### src/include/pwr_irq_macros.svh
// ============================
// power and interrupt control
// sizes and vector bit positions
// ============================

`ifndef PWR_IRQ_MACROS_SVH
`define PWR_IRQ_MACROS_SVH

// power domains
// cpu 0, peripheral 1, memory 2, external 3
`define PWR_NUM_DOMAINS 4
`define CPU_DOMAIN 0

// core interrupt vector
`define IRQ_WIDTH 32

// fast lines, top line always tied low
`define FAST_IRQ_NUM 15

// fixed level interrupt positions
`define IRQ_SOFTWARE_BIT 3
`define IRQ_TIMER_BIT 7
`define IRQ_EXTERNAL_BIT 11

// fast field starts here
`define IRQ_FAST_LSB 16

`endif

### src/logic/pwr_irq_pkg.sv
// ============================
// vector types and power
// sequencer state encoding
// ============================

`default_nettype none

`include "pwr_irq_macros.svh"

package pwr_irq_pkg;

  typedef logic [`IRQ_WIDTH-1:0] irq_vec_t;
  typedef logic [`FAST_IRQ_NUM-1:0] fast_irq_t;
  typedef logic [`PWR_NUM_DOMAINS-1:0] domain_vec_t;

  // power-down runs top to bottom, power-up continues from SW_ON
  typedef enum logic [3:0] {
    ON,
    CLK_OFF,
    ISO_ON,
    RST_ON,
    SW_OFF,
    WAIT_OFF,
    OFF,
    SW_ON,
    WAIT_ON,
    RST_OFF,
    ISO_OFF,
    CLK_ON
  } pwr_state_e;

endpackage

`default_nettype wire

### src/logic/pwr_ctrl_if.sv
// ============================
// per-domain power control
// ============================

`timescale 1ns/100ps
`default_nettype none

interface pwr_ctrl_if;

  // all active low except domain_on
  logic pwrgate_en_n;
  logic pwrgate_ack_n;
  logic isogate_en_n;
  logic rst_n;
  logic clkgate_en_n;
  logic domain_on;

  modport seq (
    output pwrgate_en_n,
    input  pwrgate_ack_n,
    output isogate_en_n,
    output rst_n,
    output clkgate_en_n,
    output domain_on
  );

  // reset combining only needs these
  modport gate (
    input rst_n,
    input domain_on
  );

endinterface

`default_nettype wire

### src/logic/irq_collector.sv
// ============================
// fast interrupt pending bits
// and core vector assembly
// ============================

`timescale 1ns/100ps
`default_nettype none

`include "pwr_irq_macros.svh"

module irq_collector (
  input  logic                  clk_i,
  input  logic                  reset_i,
  input  logic                  irq_software_i,
  input  logic                  irq_external_i,
  input  logic [3:0]            timer_intr_i,
  input  logic                  dma_done_i,
  input  logic                  spi_intr_i,
  input  logic                  spi_flash_intr_i,
  input  logic [7:0]            gpio_intr_i,
  input  pwr_irq_pkg::fast_irq_t fast_clear_i,
  output pwr_irq_pkg::irq_vec_t  irq_vec_o,
  output logic                  any_pending_o
);

  import pwr_irq_pkg::*;

  fast_irq_t fast_src;
  fast_irq_t pending_q;

  // timer 0 is a level interrupt, timers 1-3 go fast
  assign fast_src = {
    1'b0,
    gpio_intr_i,
    spi_flash_intr_i,
    spi_intr_i,
    dma_done_i,
    timer_intr_i[3:1]
  };

  // set wins over clear
  always_ff @(posedge clk_i) begin
    if (reset_i) begin
      pending_q <= '0;
    end else begin
      pending_q <= (pending_q & ~fast_clear_i) | fast_src;
    end
  end

  always_comb begin
    irq_vec_o = '0;
    irq_vec_o[`IRQ_SOFTWARE_BIT] = irq_software_i;
    irq_vec_o[`IRQ_TIMER_BIT] = timer_intr_i[0];
    irq_vec_o[`IRQ_EXTERNAL_BIT] = irq_external_i;
    irq_vec_o[`IRQ_FAST_LSB +: `FAST_IRQ_NUM] = pending_q;
  end

  assign any_pending_o = |irq_vec_o;

endmodule

`default_nettype wire

### src/logic/power_domain_seq.sv
// ============================
// power switching FSM for
// one domain
// ============================

`timescale 1ns/100ps
`default_nettype none

module power_domain_seq (
  input  logic    clk_i,
  input  logic    reset_i,
  input  logic    pwr_off_req_i,
  input  logic    pwr_on_req_i,
  pwr_ctrl_if.seq ctrl
);

  import pwr_irq_pkg::*;

  pwr_state_e state_q;
  pwr_state_e state_d;

  always_ff @(posedge clk_i) begin
    if (reset_i) begin
      state_q <= ON;
    end else begin
      state_q <= state_d;
    end
  end

  always_comb begin
    state_d = state_q;
    case (state_q)
      // requests only count in the two stable states
      ON: begin
        if (pwr_off_req_i) begin
          state_d = CLK_OFF;
        end
      end
      CLK_OFF: state_d = ISO_ON;
      ISO_ON: state_d = RST_ON;
      RST_ON: state_d = SW_OFF;
      // switch may already report off
      SW_OFF: state_d = ctrl.pwrgate_ack_n ? WAIT_OFF : OFF;
      WAIT_OFF: begin
        if (!ctrl.pwrgate_ack_n) begin
          state_d = OFF;
        end
      end
      OFF: begin
        if (pwr_on_req_i) begin
          state_d = SW_ON;
        end
      end
      SW_ON: state_d = ctrl.pwrgate_ack_n ? RST_OFF : WAIT_ON;
      WAIT_ON: begin
        if (ctrl.pwrgate_ack_n) begin
          state_d = RST_OFF;
        end
      end
      RST_OFF: state_d = ISO_OFF;
      ISO_OFF: state_d = CLK_ON;
      CLK_ON: state_d = ON;
      default: state_d = ON;
    endcase
  end

  // controls decoded straight from the state register
  // clock runs only when fully on or re-enabled at the end of power-up
  assign ctrl.clkgate_en_n = state_q inside {ON, CLK_ON};

  assign ctrl.isogate_en_n = state_q inside {ON, CLK_OFF, ISO_OFF, CLK_ON};

  assign ctrl.rst_n = state_q inside {ON, CLK_OFF, ISO_ON, RST_OFF, ISO_OFF, CLK_ON};

  // switch open from SW_OFF until the on request
  assign ctrl.pwrgate_en_n = !(state_q inside {SW_OFF, WAIT_OFF, OFF});

  assign ctrl.domain_on = state_q inside {ON, CLK_OFF, ISO_ON, RST_ON, SW_OFF, WAIT_OFF};

endmodule

`default_nettype wire

### src/logic/pwr_irq_ctrl.sv
// ============================
// power and interrupt control
// top level
// ============================

`timescale 1ns/100ps
`default_nettype none

`include "pwr_irq_macros.svh"

module pwr_irq_ctrl (
  input  logic                     clk_i,
  input  logic                     reset_i,
  input  logic                     ndm_reset_i,

  input  pwr_irq_pkg::domain_vec_t pwr_off_req_i,
  input  pwr_irq_pkg::domain_vec_t pwr_on_req_i,
  input  pwr_irq_pkg::domain_vec_t pwrgate_ack_n_i,
  output pwr_irq_pkg::domain_vec_t pwrgate_en_n_o,
  output pwr_irq_pkg::domain_vec_t isogate_en_n_o,
  output pwr_irq_pkg::domain_vec_t clkgate_en_n_o,
  output pwr_irq_pkg::domain_vec_t subsys_rst_n_o,
  output pwr_irq_pkg::domain_vec_t domain_on_o,

  input  logic                     irq_software_i,
  input  logic                     irq_external_i,
  input  logic [3:0]               timer_intr_i,
  input  logic                     dma_done_i,
  input  logic                     spi_intr_i,
  input  logic                     spi_flash_intr_i,
  input  logic [7:0]               gpio_intr_i,
  input  pwr_irq_pkg::fast_irq_t   fast_clear_i,

  output pwr_irq_pkg::irq_vec_t    cpu_irq_o,
  output logic                     cpu_wake_o
);

  import pwr_irq_pkg::*;

  irq_vec_t irq_vec;
  logic     any_pending;

  pwr_ctrl_if dom_if [`PWR_NUM_DOMAINS-1:0] ();

  // one sequencer per domain, switch signals exposed at the top
  for (genvar i = 0; i < `PWR_NUM_DOMAINS; i++) begin : g_domain
    assign dom_if[i].pwrgate_ack_n = pwrgate_ack_n_i[i];

    assign pwrgate_en_n_o[i] = dom_if[i].pwrgate_en_n;
    assign isogate_en_n_o[i] = dom_if[i].isogate_en_n;
    assign clkgate_en_n_o[i] = dom_if[i].clkgate_en_n;
    assign domain_on_o[i]    = dom_if[i].domain_on;

    power_domain_seq u_seq (
      .clk_i         (clk_i),
      .reset_i       (reset_i),
      .pwr_off_req_i (pwr_off_req_i[i]),
      .pwr_on_req_i  (pwr_on_req_i[i]),
      .ctrl          (dom_if[i].seq)
    );
  end

  irq_collector u_irq_collector (
    .clk_i            (clk_i),
    .reset_i          (reset_i),
    .irq_software_i   (irq_software_i),
    .irq_external_i   (irq_external_i),
    .timer_intr_i     (timer_intr_i),
    .dma_done_i       (dma_done_i),
    .spi_intr_i       (spi_intr_i),
    .spi_flash_intr_i (spi_flash_intr_i),
    .gpio_intr_i      (gpio_intr_i),
    .fast_clear_i     (fast_clear_i),
    .irq_vec_o        (irq_vec),
    .any_pending_o    (any_pending)
  );

  reset_irq_gate u_reset_irq_gate (
    .clk_i          (clk_i),
    .reset_i        (reset_i),
    .ndm_reset_i    (ndm_reset_i),
    .dom            (dom_if),
    .irq_vec_i      (irq_vec),
    .any_pending_i  (any_pending),
    .subsys_rst_n_o (subsys_rst_n_o),
    .cpu_irq_o      (cpu_irq_o),
    .cpu_wake_o     (cpu_wake_o)
  );

endmodule

`default_nettype wire

### src/logic/reset_irq_gate.sv
// ============================
// subsystem resets, cpu irq
// gating and wake request
// ============================

`timescale 1ns/100ps
`default_nettype none

`include "pwr_irq_macros.svh"

module reset_irq_gate (
  input  logic                     clk_i,
  input  logic                     reset_i,
  input  logic                     ndm_reset_i,
  pwr_ctrl_if.gate                 dom [`PWR_NUM_DOMAINS-1:0],
  input  pwr_irq_pkg::irq_vec_t    irq_vec_i,
  input  logic                     any_pending_i,
  output pwr_irq_pkg::domain_vec_t subsys_rst_n_o,
  output pwr_irq_pkg::irq_vec_t    cpu_irq_o,
  output logic                     cpu_wake_o
);

  import pwr_irq_pkg::*;

  domain_vec_t dom_rst_n;
  logic        cpu_on;

  for (genvar i = 0; i < `PWR_NUM_DOMAINS; i++) begin : g_dom
    assign dom_rst_n[i] = dom[i].rst_n;
  end

  assign cpu_on = dom[`CPU_DOMAIN].domain_on;

  always_ff @(posedge clk_i) begin
    if (reset_i) begin
      subsys_rst_n_o <= '0;
      cpu_irq_o      <= '0;
      cpu_wake_o     <= 1'b0;
    end else begin
      // debug reset hits every domain but leaves power alone
      subsys_rst_n_o <= ndm_reset_i ? '0 : dom_rst_n;
      // nothing reaches a core that is powered down
      cpu_irq_o      <= cpu_on ? irq_vec_i : '0;
      // pending work while the core is off asks for power
      cpu_wake_o     <= !cpu_on && any_pending_i;
    end
  end

endmodule

`default_nettype wire

### config.mk
export PLATFORM = sky130hd
export DESIGN_NAME = pwr_irq_ctrl
export DESIGN_NICKNAME = d
export VERILOG_FILES = /design/src/logic/pwr_irq_pkg.sv /design/src/logic/pwr_ctrl_if.sv /design/src/logic/irq_collector.sv /design/src/logic/power_domain_seq.sv /design/src/logic/pwr_irq_ctrl.sv /design/src/logic/reset_irq_gate.sv
export VERILOG_INCLUDE_DIRS = /design/src /design/src/include
export SDC_FILE = /design/constraint.sdc
export NUM_CORES = 1
export LEC_CHECK = 0
export CAP_MARGIN = 10
export CORE_MARGIN = 1.5
export CORE_UTILIZATION = 50
export CTS_BUF_LIST = sky130_fd_sc_hd__clkbuf_4 sky130_fd_sc_hd__clkbuf_8 sky130_fd_sc_hd__clkbuf_16
export CTS_CLUSTER_SIZE = 25
export DETAILED_ROUTE_END_ITERATION = 10
export DONT_BUFFER_PORTS = 1
export PLACE_DENSITY = 0.74
export REMOVE_ABC_BUFFERS = 1
export SETUP_SLACK_MARGIN = 0.4
export SLEW_MARGIN = 10
export SYNTH_ARGS = -nofsm -noshare
export SYNTH_HDL_FRONTEND = slang
export SYNTH_HIERARCHICAL = 1
export SYNTH_SLANG_ARGS = --single-unit
export TNS_END_PERCENT = 30
### constraint.sdc
create_clock -name clk_i -period 1.8 [get_ports clk_i]
set_input_delay 0.36 -clock clk_i [delete_from_list [all_inputs] [get_ports clk_i]]
set_output_delay 0.36 -clock clk_i [all_outputs]
set_load 0.1 [all_outputs]
## Word-level counts from Yosys, hierarchy flattened

Cells that the tools add are included.

- Bits of input ports: 47
- Output and inout port bits: 53
- Register bits: 68
- Word-level logic and storage cells: 138

- Reduce and logical (&&, ||, !) cells: 37
- Bitwise operators: 4
- Muxes and demuxes: 28
- Equality and inequality tests: 60

Operators with widths:

| cell | count |
|---|---|
| one-hot mux 4 bit (11 select lines) | 4 |
| == test 4 x 3 -> 1 bit (second input constant) | 16 |
| == test 4 bit (second input constant) | 16 |
| two-way mux 4 bit | 16 |
| nonzero test 6 bit | 8 |
| == test 4 x 2 -> 1 bit (second input constant) | 8 |
| inequality test 2 bit (second input constant) | 16 |
| OR reduction 18 bit | 1 |
| == test 4 x 1 -> 1 bit (second input constant) | 4 |
| logical NOT 4 bit | 4 |
| AND reduction 4 bit | 4 |
| nonzero test 4 bit | 4 |
| AND 15 bit | 1 |
| inverter 15 bit | 1 |
| bitwise OR 15 x 14 -> 15 bit | 1 |
| nonzero test 3 bit | 4 |
| two-way mux 2 bit | 4 |
| nonzero test 2 bit | 4 |
| logical NOT 1 bit | 5 |
| two-way mux 1 bit | 4 |
| OR reduction 2 bit | 2 |
| logical AND 1 bit | 1 |
| inverter 1 bit | 1 |

## Depth between registers and ports, before layout

- Depth after elaboration: 4
- Mapped depth: 5
- Mapped depth without buffers: 4

## Hierarchy

Netlist, hierarchy kept.

By module, submodules not included:

| module | sequential area each (µm²) | cells an instance | area each (µm²) | instances |
|---|---|---|---|---|
| power_domain_seq | 80.1 | 42 | 317.8 | 4 |
| reset_irq_gate | 740.7 | 80 | 1112.3 | 1 |
| irq_collector | 300.3 | 83 | 656.9 | 1 |
| pwr_irq_ctrl | 0.0 | 16 | 120.1 | 1 |

## Least setup slack after synthesis

Ideal clock, no wire load.

- Path type: register to output
- Start: register g_domain[0].u_seq.state_q[0]
- End: output clkgate_en_n_o[0]
- Setup slack: 0.142 ns
- Data arrival time: 1.298 ns
- Cell stages (with the launch flop): 5
- Data required time: 1.440 ns
- Buffers on the path: 2
- Path through: dfxtp_1 -> clkbuf_1 -> or3_1 -> a21oi_1 -> buf_4

- Cells in the longest elaborated chain, start to end: 2
- Elaborated cells between the ends (all ways): 3
- Classes of those cells: eq/ne (1); reduce/logical (2)

Ends and longest elaborated chain:

| what | line | text |
|---|---|---|
| from (decl) | power_domain_seq.sv:19 | `pwr_state_e state_q;` |
| from (signal assigned) | power_domain_seq.sv:26 | `state_q <= state_d;` |
| == test 4 bit / logical NOT 4 bit (equally long branches) | power_domain_seq.sv:69 | `assign ctrl.clkgate_en_n = state_q inside {ON, CLK_ON};` |
| nonzero test 2 bit * | power_domain_seq.sv:69 |  |
| to (decl) | pwr_irq_ctrl.sv:21 | `output pwr_irq_pkg::domain_vec_t clkgate_en_n_o,` |

Every way passes the cells marked *; elsewhere a longest branch is shown, timed or not.

## Worst setup path in the final report

- Start: register g_domain[1].u_seq.state_q[0]
- End: output clkgate_en_n_o[1]

- Cells in the longest elaborated chain, start to end: 2
- Elaborated cells between the ends (all ways): 3
- Classes of those cells: eq/ne (1); reduce/logical (2)

Ends and longest elaborated chain:

| what | line |
|---|---|
| from (decl) | power_domain_seq.sv:19 |
| from (signal assigned) | power_domain_seq.sv:26 |
| == test 4 bit / logical NOT 4 bit (equally long branches) | power_domain_seq.sv:69 |
| nonzero test 2 bit * | power_domain_seq.sv:69 |

Marked as above.

==> impl_results.md <==
- Most common flop cell mapped by yosys: dfxtp_1
- Avg Cell Area, Syn: 9.11 µm²
- VDD IR-drop max: 0.671 mV
- Reg2reg start: u_irq_collector/pending_q[10]
- Die Height: 82.5 µm
- Final setup fails: 1
- Total number of vias: 2633
- Core footprint: 0.00603 mm²
- HPWL after DPL: roughly 4300 µm
- Period utilization: 101%
- Total wire length: 7560 µm
- I/O pin total: 100
- Pwr dens: approximately 1000 mW/mm²
- Multi-input logic area: 0.00162 mm²
- Hold WS: ~0.086 ns
- Port Buf Inserts: 0
- Final worst slack: -0.0179 ns
- Share of cells above drive strength 1: between 40% and 50%
- Async SR Flop Fraction: 0%
- Pre-Repair DR Iteration Count: 4
- WL met1: 2960 µm
- Initial antenna violation count: 0
- Reg-to-reg slack, setup: 0.32 ns
- Tmin final: 1.82 ns
- Synth warn: 6
- Vias in the first global route: roughly 2300
- Setup TNS: -0.0179 ns
- Bufs on Longest Clock Path: 2
- First-pass GRT wire length: between 10000 and 15000 µm
- Worst Setup Start Kind: register
- Final-stage net count: 456
- WL/cell: between 15 and 20 µm
- Crit Path Class: reg2out
- Antenna Diode Count: 0
- Worst r2r path cells: 3
- Max Used Layer: met4
- WHS Endpoint: g_domain[3].u_seq/state_q[3]
- GR Overflow Total: 0
- Iteration-0 DRC Markers: 60
- Mapped cell area: roughly 0.0032 mm²
- Cells after synthesis: 347
- DP Worst Slack: 0.255 ns
- Vias/cell: 5.38
- Die width: about 83 µm
- Sequential cell area fraction in the yosys report: 43.1%
- CP Capture Type: output port
- ANT nets after route: 0
- Finished Core Util: slightly above 70%
- Worst min-delay path class: in2reg
- DRC viols: 0
- Clk slew on worst S/H paths: roughly 0.08 ns
- Slew Viols, Final: 0
- Status: complete, but fails checks
- CTS tree: done
- Hold Vio Cnt, Final: 0
- Root buffer cell: clkbuf_8
- Met2 wire length: 3880 µm
- Worst Hold Depth: 1
- R2r endpoint: u_reset_irq_gate/cpu_wake_o
- Flops & latches, synth: 68
- Die area: 0.00681 mm²
- Routability congestion estimate from global placement: 0.772
- CP max FO: 2
- Max Cap Violations: 0
- Fillcell total: 414
- Synth cell types: 29
- Post-synth EDFFs: 0
- Initial Util: 52.5%
- Reg area: 0.00140 mm²
- Skew final: around 0.008 ns
- Metal3 WL: 615 µm
- Hold_sp: reset_i
- Clock buffers created by TritonCTS: 9
- Achievable Freq: 0.550 GHz
- Total GRT Usage: roughly 19%
- Largest net degree at the start of global routing: 73
- Std cell rows: 28
- RSZ-0062 raised after global routing: yes
- Crit path required time: 1.44 ns
- Clock latency on the worst-skew pair: ~0.33 ns
- CTS H-tree depth: 3
- Synthesis-to-finish area growth: 38.2%
- Clock Sinks: 68
- Failing checks: setup timing
- Leakage: 2.00 nW
- Arrival time worst endpoint: 1.46 ns
==> layer usage <==
| layer | vias up | track usage, % |
|---|---|---|
| met3 | 14 | 7.25 |
| met5 | - | 0 |
| met4 | 0 | 7.33 |
| met1 | 1228 | 22.2 |
| li1 | 1277 | - |
| met2 | 114 | 33.1 |
==> metrics by stage <==
stage / power [mW] / cells / instance area [µm²]
2_1_floorplan: 2.61 / 304 / 2820
3_3_place_gp: 2.98 / 448 / 3630
3_5_place_dp: 3.00 / 448 / 3630
4_1_cts: 4.32 / 473 / 3960
5_1_grt: 4.64 / 489 / 4370
6_report: 4.47 / 489 / 4370
==> report_power, final <==
part / internal, mW / switching [mW] / leakage [nW]
logic: 0.537 / 0.984 / 1.32
registers: 1.61 / 0.0726 / 0.571
clock network: 0.707 / 0.560 / 0.107
==> flip-flops by register name, summed over array words and instances, names as in the netlist <==
register / cells
u_irq_collector/pending_q: 15
u_reset_irq_gate/cpu_wake_o: 1
u_reset_irq_gate/cpu_irq_o: 32
g_domain.u_seq/state_q: 16
u_reset_irq_gate/subsys_rst_n_o: 4
==> worst max path at each step <==
stage / from / endpoint / cells past startpoint / slack, ns
floorplan: g_domain[0].u_seq/state_q[2] / u_reset_irq_gate/cpu_irq_o[29] / 2 / -1.38
global placement: u_irq_collector/pending_q[10] / u_reset_irq_gate/cpu_wake_o / 3 / 0.28
detailed placement: g_domain[1].u_seq/state_q[1] / clkgate_en_n_o[1] / 3 / 0.26
CTS: g_domain[0].u_seq/state_q[0] / clkgate_en_n_o[0] / 3 / 0.009
global route: g_domain[1].u_seq/state_q[0] / clkgate_en_n_o[1] / 3 / -0.06
finish: g_domain[1].u_seq/state_q[0] / clkgate_en_n_o[1] / 3 / -0.02
==> cells by family after synthesis <==
| family | Yosys count | share of synthesized area [%] |
|---|---|---|
| DFF | 68 | 43.1 |
| and+or+nand+nor | 130 | 27.6 |
| xor gates and xnor gates | 8 | 2.22 |
| other | 1 | 0.119 |
| AOI/OAI and AO/OA | 62 | 12.0 |
| buffers and inverters | 78 | 15.0 |
==> final cells by class <==
type                       instances  share of cell area, %
tap                               75                   2.15
timing repair buffer              94                   22.4
inverter                          22                   1.89
sequential                        68                   31.9
clock buffer                      12                   3.49
clock inverter                     4                   1.12
multi-input combinational        214                   37.0
==> cell usage after synthesis, types with 10 or more instances <==
cell	count	share of area, %
nand2_1	12	1.4
dfxtp_1	68	43
buf_4	33	7.8
clkbuf_1	12	1.4
nor3b_1	10	2.4
inv_1	22	2.6
and3b_1	29	8.0
a21oi_1	34	5.4
nor2_1	26	3.1
==> worst max-delay path, stage by stage (launching register included) <==
cell and delay [ns]:
dfxtp_2 0.34, or3_4 0.40, a21oi_4 0.19, buf_12 0.19
==> layout by cell type (no fill, tap or decap), types with 3 or more instances in the layout <==
cell type  synthesis  final
a211oi_1           8      7
a21oi_1           34     26
a21oi_4            0      7
a31oi_1            8      7
and3b_1           29     29
and3b_2            7      7
buf_12             0     18
buf_4             33     64
buf_6              7     11
clkbuf_8           0     10
conb_1             1     14
dfxtp_1           68     51
dfxtp_2            0     12
dfxtp_4            0      5
inv_1             22     22
nand2_1           12      6
nand2_2            0      4
nand2b_1           4      4
nand3_1            5      4
nand3b_1           4      4
nand4b_1           4      4
nor2_1            26     22
nor2_2             0      4
nor2b_4            0      3
nor3_1             8      8
nor3b_1           10     10
nor4b_2            4      4
o31a_1             4      4
o31ai_1            4      4
o32ai_2            0      3
or3_4              0      4
or4_1              6      6
xor2_1             8      6
==> timing repair <==
action | 4_1_cts | 5_1_grt
endpoints found under the setup margin | 22 | 25
hold buffers | 0 | 0
setup buffers | 9 | 16
pin swaps | 5 | 24
gates resized for setup | 23 | 60
gates cloned | 0 | 0
Note: power is estimated with default switching activity, not from simulation.
